--- src/common/fetch_cfg.svh ---
// pc and instruction widths are fixed at 32 bits, ram words at 64; reset pc must sit in ram range
`ifndef FETCH_CFG_SVH
`define FETCH_CFG_SVH

// first instruction fetched after reset
`define FETCH_PC_RESET 32'h8000_0000

`define FETCH_PC_WD 32        // byte address width
`define FETCH_INST_WD 32      // one instruction

// one ram word carries two instructions, selected by pc[2]
`define FETCH_RAM_DATA_WD 64

// word index taken from byte address bits [12:3]
`define FETCH_RAM_AW 10

`endif

--- src/common/fetch_pkg.sv ---
// field order is the bit order on the buses, msb first; widths come from fetch_cfg.svh
`include "fetch_cfg.svh"

package fetch_pkg;

  // 34-bit branch info from decode
  typedef struct packed {
    logic                    stall;   // no new fetch may start
    logic                    taken;   // redirect this cycle
    logic [`FETCH_PC_WD-1:0] target;
  } br_bus_t;

  // 96 bits that fetch hands to decode
  typedef struct packed {
    logic [`FETCH_INST_WD-1:0] inst;
    logic [`FETCH_PC_WD-1:0]   pc;
    logic [`FETCH_PC_WD-1:0]   dnpc;    // pc + 4
  } fs_to_ds_t;

endpackage

--- src/common/inst_sram_if.sv ---
// one read in flight at most; rdata and data_ok hold until the next accepted read
`timescale 1ns/1ps
`include "fetch_cfg.svh"

interface inst_sram_if;

  logic                          ren;      // read request
  logic [`FETCH_PC_WD-1:0]       addr;     // 8-byte aligned byte address
  logic [`FETCH_RAM_DATA_WD-1:0] rdata;
  logic                          addr_ok;  // ram can take a request
  logic                          data_ok;  // rdata valid

  // fetch side
  modport master (
    output ren,
    output addr,
    input  rdata,
    input  addr_ok,
    input  data_ok
  );

  // ram side
  modport slave (
    input  ren,
    input  addr,
    output rdata,
    output addr_ok,
    output data_ok
  );

endinterface

--- src/if_stage/pc_gen.sv ---
// branch target is taken as given, no alignment check; pc resets to one step before FETCH_PC_RESET
`timescale 1ns/1ps
`include "fetch_cfg.svh"

module pc_gen (
  input  logic                    i_clk,
  input  logic                    i_reset,
  input  logic                    i_load,        // fetch launched this cycle
  input  logic                    i_br_taken,
  input  logic [`FETCH_PC_WD-1:0] i_br_target,
  output logic [`FETCH_PC_WD-1:0] o_pc,
  output logic [`FETCH_PC_WD-1:0] o_dnpc,
  output logic [`FETCH_PC_WD-1:0] o_fetch_addr
);

  localparam logic [`FETCH_PC_WD-1:0] PC_STEP = `FETCH_PC_WD'(4);

  logic [`FETCH_PC_WD-1:0] pc_q;      // pc of instruction held in fetch
  logic [`FETCH_PC_WD-1:0] seq_pc;

  assign seq_pc = pc_q + PC_STEP;

  // redirect wins over sequential flow
  assign o_fetch_addr = i_br_taken ? i_br_target : seq_pc;

  always_ff @(posedge i_clk) begin
    if (i_reset) begin
      pc_q <= `FETCH_PC_RESET - PC_STEP;  // so the first fetch hits the reset pc
    end else if (i_load) begin
      pc_q <= o_fetch_addr;
    end
  end

  assign o_pc   = pc_q;
  assign o_dnpc = seq_pc;                 // decode sees pc + 4

endmodule

--- src/if_stage/if_stage.sv ---
// expects ram data one cycle after an accepted read; a stall blocks new fetches but not delivery
`timescale 1ns/1ps
`include "fetch_cfg.svh"

module if_stage (
  input  logic                 i_clk,
  input  logic                 i_reset,
  input  logic                 i_ds_allowin,
  input  fetch_pkg::br_bus_t   i_br_bus,
  output logic                 o_fs_to_ds_valid,
  output fetch_pkg::fs_to_ds_t o_fs_to_ds_bus,
  inst_sram_if.master          sram
);

  logic                      fs_valid;
  logic                      fs_ready_go;
  logic                      fs_allowin;
  logic                      fs_launch;
  logic [`FETCH_PC_WD-1:0]   fs_pc;
  logic [`FETCH_PC_WD-1:0]   fs_dnpc;
  logic [`FETCH_PC_WD-1:0]   fetch_addr;
  logic [`FETCH_INST_WD-1:0] fs_inst;

  // instruction is ready once the ram has returned it
  assign fs_ready_go = sram.data_ok;

  // empty, or current instruction leaves this cycle
  assign fs_allowin = !fs_valid || (fs_ready_go && i_ds_allowin);

  // start a new fetch into the freed slot
  assign fs_launch = fs_allowin && sram.addr_ok && !i_br_bus.stall;

  always_ff @(posedge i_clk) begin
    if (i_reset) begin
      fs_valid <= 1'b0;
    end else if (fs_allowin) begin
      fs_valid <= fs_launch;     // empties when stalled or ram busy
    end
  end

  pc_gen u_pc_gen (
    .i_clk        (i_clk),
    .i_reset      (i_reset),
    .i_load       (fs_launch),
    .i_br_taken   (i_br_bus.taken),
    .i_br_target  (i_br_bus.target),
    .o_pc         (fs_pc),
    .o_dnpc       (fs_dnpc),
    .o_fetch_addr (fetch_addr)
  );

  // request matches launch exactly, since addr_ok gates both
  assign sram.ren  = fs_allowin && !i_br_bus.stall;
  assign sram.addr = {fetch_addr[`FETCH_PC_WD-1:3], 3'b000};  // whole 64-bit word

  // pc[2] picks the half of the ram word
  assign fs_inst = fs_pc[2] ? sram.rdata[2*`FETCH_INST_WD-1:`FETCH_INST_WD]
                            : sram.rdata[`FETCH_INST_WD-1:0];

  assign o_fs_to_ds_valid = fs_valid && fs_ready_go;

  assign o_fs_to_ds_bus.inst = fs_inst;
  assign o_fs_to_ds_bus.pc   = fs_pc;
  assign o_fs_to_ds_bus.dnpc = fs_dnpc;

endmodule

--- src/flat_wrapper.sv ---
// flat-port wrapper written by rule: the top's interface ports become plain ports
module if_stage_flat 
  (i_clk, i_reset, i_ds_allowin, i_br_bus, o_fs_to_ds_valid, o_fs_to_ds_bus, sram_ren, sram_addr, sram_rdata, sram_addr_ok, sram_data_ok);
  inst_sram_if sram_i ();
  input  logic i_clk;
  input  logic i_reset;
  input  logic i_ds_allowin;
  input  fetch_pkg::br_bus_t i_br_bus;
  output logic o_fs_to_ds_valid;
  output fetch_pkg::fs_to_ds_t o_fs_to_ds_bus;
  output wire logic [$bits(sram_i.ren)-1:0] sram_ren;
  output wire logic [$bits(sram_i.addr)-1:0] sram_addr;
  input wire logic [$bits(sram_i.rdata)-1:0] sram_rdata;
  input wire logic [$bits(sram_i.addr_ok)-1:0] sram_addr_ok;
  input wire logic [$bits(sram_i.data_ok)-1:0] sram_data_ok;
  assign sram_ren = sram_i.ren;
  assign sram_addr = sram_i.addr;
  assign sram_i.rdata = sram_rdata;
  assign sram_i.addr_ok = sram_addr_ok;
  assign sram_i.data_ok = sram_data_ok;
  if_stage u_core (.i_clk(i_clk), .i_reset(i_reset), .i_ds_allowin(i_ds_allowin), .i_br_bus(i_br_bus), .o_fs_to_ds_valid(o_fs_to_ds_valid), .o_fs_to_ds_bus(o_fs_to_ds_bus), .sram(sram_i));
endmodule
--- config.mk ---
export PLATFORM = sky130hd
export DESIGN_NAME = if_stage_flat
export DESIGN_NICKNAME = d
export VERILOG_FILES = /design/src/common/fetch_pkg.sv /design/src/common/inst_sram_if.sv /design/src/if_stage/pc_gen.sv /design/src/if_stage/if_stage.sv /design/src/flat_wrapper.sv
export VERILOG_INCLUDE_DIRS = /design/src /design/src/common
export SDC_FILE = /design/constraint.sdc
export NUM_CORES = 1
export LEC_CHECK = 0
export BUFFER_PORTS_ARGS = -buffer_cell sky130_fd_sc_hd__buf_2
export CORE_ASPECT_RATIO = 0.6
export CORE_MARGIN = 5
export CORE_UTILIZATION = 30
export DETAILED_ROUTE_END_ITERATION = 8
export SYNTH_ARGS = -nofsm -noshare
export SYNTH_HDL_FRONTEND = slang
export SYNTH_SLANG_ARGS = --single-unit
--- constraint.sdc ---
create_clock -name i_clk -period 2.9 [get_ports i_clk]
set_input_delay 0.29 -clock i_clk [delete_from_list [all_inputs] [get_ports i_clk]]
set_output_delay 0.29 -clock i_clk [all_outputs]
set_load 0.005 [all_outputs]
==> results of run 1 <==
## area by class of cell
class | count | area [um2]
flip-flops and latches | 33 | 662
repair buffers | 240 | 1240
well taps | 139 | 174
clock buffers | 7 | 143
inverters | 13 | 48.8
multi-input cells | 296 | 2170
fillers | 1101 | 6080
## worst paths after layout
path,start,cells after the start,end,slack [ps]
worst max-delay path,u_core.u_pc_gen.o_pc[2],7,sram_addr[26],130
worst min-delay path,i_br_bus[28],3,u_core.u_pc_gen.o_pc[28],290
worst max register to register,u_core.u_pc_gen.o_pc[2],6,u_core.u_pc_gen.o_pc[20],720
worst min register to register,u_core.u_pc_gen.o_pc[1],2,u_core.u_pc_gen.o_pc[1],490
## power breakdown
group          internal, mW  leakage [nW]  switching, mW
clock                 0.337        0.0700          0.197
sequential            0.486         0.271         0.0465
combinational         0.483          1.76          0.528
## flip-flops by register name (all words and copies together) (netlist names)
name                  count
u_core.fs_valid           1
u_core.u_pc_gen.o_pc     32
## layer usage
metal  vias to the layer above  wire length (um)
met2                       169              5460
met5                         -                 0
met3                        14              1180
met1                      1785              6290
met4                         0                99
li1                       1772                 -
## Yosys cell counts (all sizes together)
master	count
inv	13
nor4b	1
o21ai	7
or3	8
o21ba	5
clkbuf	19
mux2	52
nand2b	5
nor2b	2
buf	43
a2bb2oi	5
and3	3
o21a	6
a21bo	4
o2bb2ai	1
nor3b	1
nor4	3
or2	1
nand3	15
o21bai	3
dfxtp	33
o32a	1
o22ai	2
and2	2
a211oi	2
o31ai	1
nand3b	2
nor3	23
or4	3
o22a	1
xor2	18
a211o	1
nor2	36
conb	1
a31o	6
nand2	22
a31oi	13
o221ai	1
a21oi	14
nand4	10
and4	1
ha	1
xnor2	10
## worst max-delay path: stages, from the launching register on
cell and delay [ps]:
dfxtp_1 390, ha_2 240, nand2_1 160, or4_4 670, nor3_4 250, xor2_1 100
mux2_2 270, buf_2 130
## kinds of logic after synthesis
| family | share of synthesized area |
|---|---|
| AO/OA/AOI/OAI | 0.162 |
| XOR/XNOR | 0.0764 |
| adder cells (fa/ha/maj) | 0.00389 |
| buffers and inverters | 0.132 |
| flip-flops | 0.206 |
| multiplexers | 0.182 |
| other | 0.00117 |
| AND/OR/NAND/NOR | 0.237 |
## stage by stage
stage	total power [mW]	util	cells
floorplan	1.18	-	403
global placement	1.50	0.403	717
detailed placement	1.51	0.403	717
CTS	2.06	0.417	724
global route	2.22	0.422	728
finish	2.08	0.422	728
## repair_timing
action / CTS / global route
resized for setup: 3 / 5
buffers inserted: 0 / 3
gates cloned: 0 / 1
pin swaps: 0 / 4
setup endpoints to repair: 19 / 9
==> run metrics, run 1 <==
status=finished, final reports clean; Num CTS Buffers=5; final worst slack=131 ps; pin count of the biggest net entering global routing=44; Die H=90.1 um; NumNets Final=693; most frequent cells in the layout=229 x buf_2, 51 x mux2_2, 36 x nor2_1, 32 x dfxtp_1, 22 x nand2_1; Post-Syn Area=3210 um2; Ys Warns=0; Vias=3740; Die W=144 um; Routed WL=13000 um; Power per Cell Area=467 nW/um2; Num Clock Sinks=33; fin area=4440 um2; Via density=5.14; Arr. time, crit path=2480 ps; clk buf depth=2; setup_tns=0 ps; area grow syn2layout=38.3%; quantity of I/O buffers inserted on ports=229; Routed Antenna Nets=0; final setup vio count=0; final period utilization=0.955; cell taking the most area after synthesis=dfxtp_1; Max-slew headroom=0.475; setup slack at placement=108 ps; first-pass GRT wire length=19400 um; Tmin final=2770 ps; commonest non-fill, non-tap cell in the layout=buf_2; max frequency=0.361 GHz; worst min path class=primary input to flip-flop; CP Class=flip-flop to output pin; Worst Setup End Kind=output pin; CTS tree=yes; total die area=12900 um2; final-report max-slew violation count=0; Yosys reg bits=33; wire length per cell=17.9 um; vias in the first global route=3436; hold_buf cts=0; gr busiest metal=met1; H-tree depth=2; top cells by area, synth=dfxtp_1 21%, mux2_2 18%, buf_4 8.2%, xor2_1 4.9%, nor2_1 4.2%; P_leak=2.10 nW; Skew-Pair Late Insertion Delay=280 ps; IR drop worst, VDD=220 uV; Worst Hold Slack=290 ps; maxcap violations=0; Starting Density=0.305; Root Driver=clkbuf_16; Placer Congestion=0.893; CP Launch Type=flip-flop; Diodes inserted=0; GR Layer Usage met1=0.280; crit path max fanout=5; count of cell types in the netlist=51; layout cell share with drive strength beyond 1=0.564; gr usage total=0.185; DRC violations left=0; Final Hold Violating Endpoints=0; RSZ-0062 raised after global routing=true; Cells after Synth=401; Worst Max-Slew Pin Slew=788 ps; DRT iter0 DRCs=189; Ports=233; Congestion Overflow GR=0; clock skew=5.04 ps; Syn Area/Cell=8.01 um2; drt pass-1 iters=4; Core Rows=29; Post-DP HPWL=10000 um; initial antenna violation count=0; share of the synthesized area in the top cell type=0.206; Area after DPL=4240 um2; total core area=10500 um2; Critical Path RT=2610 ps; sequential share of the synthesized area=0.206; met2 usage=0.265; clk slew on worst S/H paths=50 ps; met3 Usage GRT=0.0530
Power figures use the tool's default switching activity.
==> run 2: changes to the inputs <==
- SYNTH_HIERARCHICAL: default -> 1
==> run metrics, run 2 <==
Critical path origin=u_core/u_pc_gen/o_pc[3]; Die H=91.0 um (+0.98%); Comb pwr share=0.486 (about the same); final-report max-slew violation count=0 (unchanged); total die area=13200 um2 (+2.0%); total core area=10600 um2 (+1.0%); max frequency=0.365 GHz (+1.2%); Max-slew headroom=0.501 (+0.0258); Critical Path RT=2610 ps (about the same); most frequent CP cell=buf_4; Num Clock Sinks=33 (unchanged); Num CTS Buffers=5 (unchanged); simple-gate share of the synthesized area=0.242 (+0.00476); Ports=233 (unchanged); Post-DP HPWL=10300 um (+3.1%); power share of the clock group=0.265 (+0.008); share of power burned in registers=0.249 (-0.007); fin area=4660 um2 (+4.8%); NumNets Final=700 (+1.0%); Skew-Pair Late Insertion Delay=290 ps (about the same); P_leak=2.26 nW (+7.6%); clk slew on worst S/H paths=60 ps (about the same); H-tree depth=2 (unchanged); max FFs per register=32 (unchanged); CP cell instances=ha_2 -> nand4_1 -> buf_4 -> nor4_4 -> buf_4 -> nand4_2 -> xnor2_2 -> mux2_1 -> buf_2; Compound-Gate Fraction of Synth Area=0.172 (+0.0102); largest family of logic cells by synthesized area=simple AND/OR/NAND/NOR gates; final period utilization=0.944 (-0.0114); Worst Setup End Kind=output pin; asr flop ratio synth=0 (unchanged); Cells after Synth=378 (-5.7%); Starting Density=0.309 (+0.00358); most common cell in the netlist=nor2_1; Die W=145 um (+1.0%); cell taking the most area after synthesis=dfxtp_1; Syn Area/Cell=8.69 um2 (+8.4%); layout cell share with drive strength beyond 1=0.548 (-0.0159); P_sw=811 uW (+5.2%); reg2reg start=u_core/u_pc_gen/o_pc[3]; Post-synth EDFFs=0 (unchanged); post-synthesis xor/xnor area fraction=0.0793 (+0.00291); Yosys reg bits=33 (unchanged); clk buf depth=2 (unchanged); IR drop worst, VDD=201 uV (-8.8%); Core Rows=29 (unchanged); sequential share of the synthesized area=0.201 (-0.00447); most frequent cells in the layout=229 x buf_2, 37 x nor2_1, 31 x dfxtp_1, 30 x mux2_4, 21 x nand2_1; area grow syn2layout=41.8%; maxcap violations=0 (unchanged); Final Hold Violating Endpoints=0 (unchanged); quantity of I/O buffers inserted on ports=229 (unchanged); commonest non-fill, non-tap cell in the layout=buf_2; Arr. time, crit path=2450 ps (-30 ps); predominant post-synthesis flop cell=dfxtp_1; Diodes inserted=0 (unchanged); Commonest cells post-synth=38 x nor2_1, 33 x dfxtp_1, 30 x mux2_4; DRC violations left=0 (unchanged); count of cell types in the netlist=59 (+16%); Sw Share=0.372 (+0.000589); pin count of the biggest net entering global routing=40 (-9.1%); Routed Antenna Nets=0 (unchanged); Post-Synth Adder-Cell Area=0.00381 (-0.0000846); worst min path class=primary input to flip-flop; Power per Cell Area=468 nW/um2 (+0.19%); status=finished, final reports clean; FILL cells=1066 (-3.2%); initial antenna violation count=0 (unchanged); setup_tns=0 ps (unchanged); RSZ-0062 raised after global routing=false; Post-Syn Area=3280 um2 (+2.2%); CP Launch Type=flip-flop; CTS tree=yes; Ys Warns=6 (+6); setup slack at placement=277 ps (+169 ps); HP Start=i_ds_allowin; wire length per cell=17.8 um (-0.75%); Cell Int Power=1.37 mW (+4.9%); post-synthesis mux area share=0.223 (+0.0406); clock skew=4.93 ps (-0.110 ps); Vias=3729 (-0.29%); Routed WL=13100 um (+0.34%); Root Driver=clkbuf_16; Area after DPL=4490 um2 (+5.8%); Congestion Overflow GR=0 (unchanged); Critical-path top delay cell=dfxtp_2; Tmin final=2740 ps (-33.0 ps); final worst slack=164 ps (+33.0 ps); drt pass-1 iters=6 (+2); vias in the first global route=3583 (+4.3%); gr usage total=0.184 (-0.00152); critical path's largest stage delay=390 ps (-280 ps); DRT iter0 DRCs=219 (+16%); CP Class=flip-flop to output pin; Placer Congestion=0.824 (-7.7%); Worst Max-Slew Pin Slew=748 ps (-40.3 ps); Layout Utilization=0.438 (+0.0157); final setup vio count=0 (unchanged); top cells by area, synth=dfxtp_1 20%, mux2_4 14%, mux2_2 6.2%, xnor2_1 4.5%, nor2_1 4.3%; share of the synthesized area in the top cell type=0.201 (-0.00447); crit path max fanout=12 (+7); Via density=5.07 (-1.4%); first-pass GRT wire length=20100 um (+3.6%)
run 2: path summary, 6_finish.rpt:
kind | endpoint | depth (start not counted) | slack [ps]
setup reg to reg | u_core/u_pc_gen/o_pc[28] | 8 | 840
hold / removal | u_core/fs_valid | 3 | 310
hold reg to reg | u_core/u_pc_gen/o_pc[0] | 2 | 530
setup / recovery | sram_addr[28] | 9 | 160
run 2: worst max-delay path: cells and delay by family, from the launching register on:
kind	cells	cell delay [ps]
buffers and inverters	3	560
and+or+nand+nor	3	470
DFF	1	390
muxes	1	300
adders and majority gates	1	250
xor gates and xnor gates	1	180
run 2: repair_timing:
| action | 4_1_cts | 5_1_grt |
|---|---|---|
| endpoints found under the setup margin | 1 | 6 |
| resized for setup | 0 | 2 |
| setup buffers | 1 | 0 |
| hold buffers | 0 | 0 |
| endpoints found under the hold margin | 0 | 0 |
run 2: final cells by class:
type,instances,area (um2),share of cell area
Tap cell,139,174,0.0374
Timing Repair Buffer,243,1250,0.269
Sequential cell,33,663,0.142
Multi-Input combinational cell,305,2380,0.511
Inverter,8,30.0,0.00645
Clock inverter,1,5.00,0.00107
Clock buffer,7,153,0.0328
run 2: power by group through the flow:
stage | Clock (mW) | Combinational (mW) | Sequential [mW]
3_3_place_gp | 0 | 1.04 | 0.549
4_1_cts | 0.586 | 1.07 | 0.542
6_report | 0.577 | 1.06 | 0.543
5_1_grt | 0.613 | 1.16 | 0.550
3_5_place_dp | 0 | 1.06 | 0.552
2_1_floorplan | 0 | 0.636 | 0.543
run 2: cell families (layout without fill, tap and decap cells):
logic type,count (synthesis),after routing
simple gates,134,134
other cells,1,3
compound gates,84,84
fa+ha+maj,1,1
mux,55,55
xor+xnor,28,28
buf+inv,42,259
flops,33,33
run 2: per-stage QoR:
stage,hold WS (ps),power [mW],cells
final,309,2.18,736
after global routing,325,2.32,736
after detailed placement,515,1.61,727
after global placement,497,1.59,727
after floorplan,359,1.18,380
after CTS,304,2.19,736
run 2: routing by layer:
| layer | GRT usage | wire, um |
|---|---|---|
| met1 | 0.254 | 5920 |
| met5 | 0 | 0 |
| met3 | 0.0582 | 1230 |
| met4 | 0.0334 | 123 |
| met2 | 0.285 | 5790 |
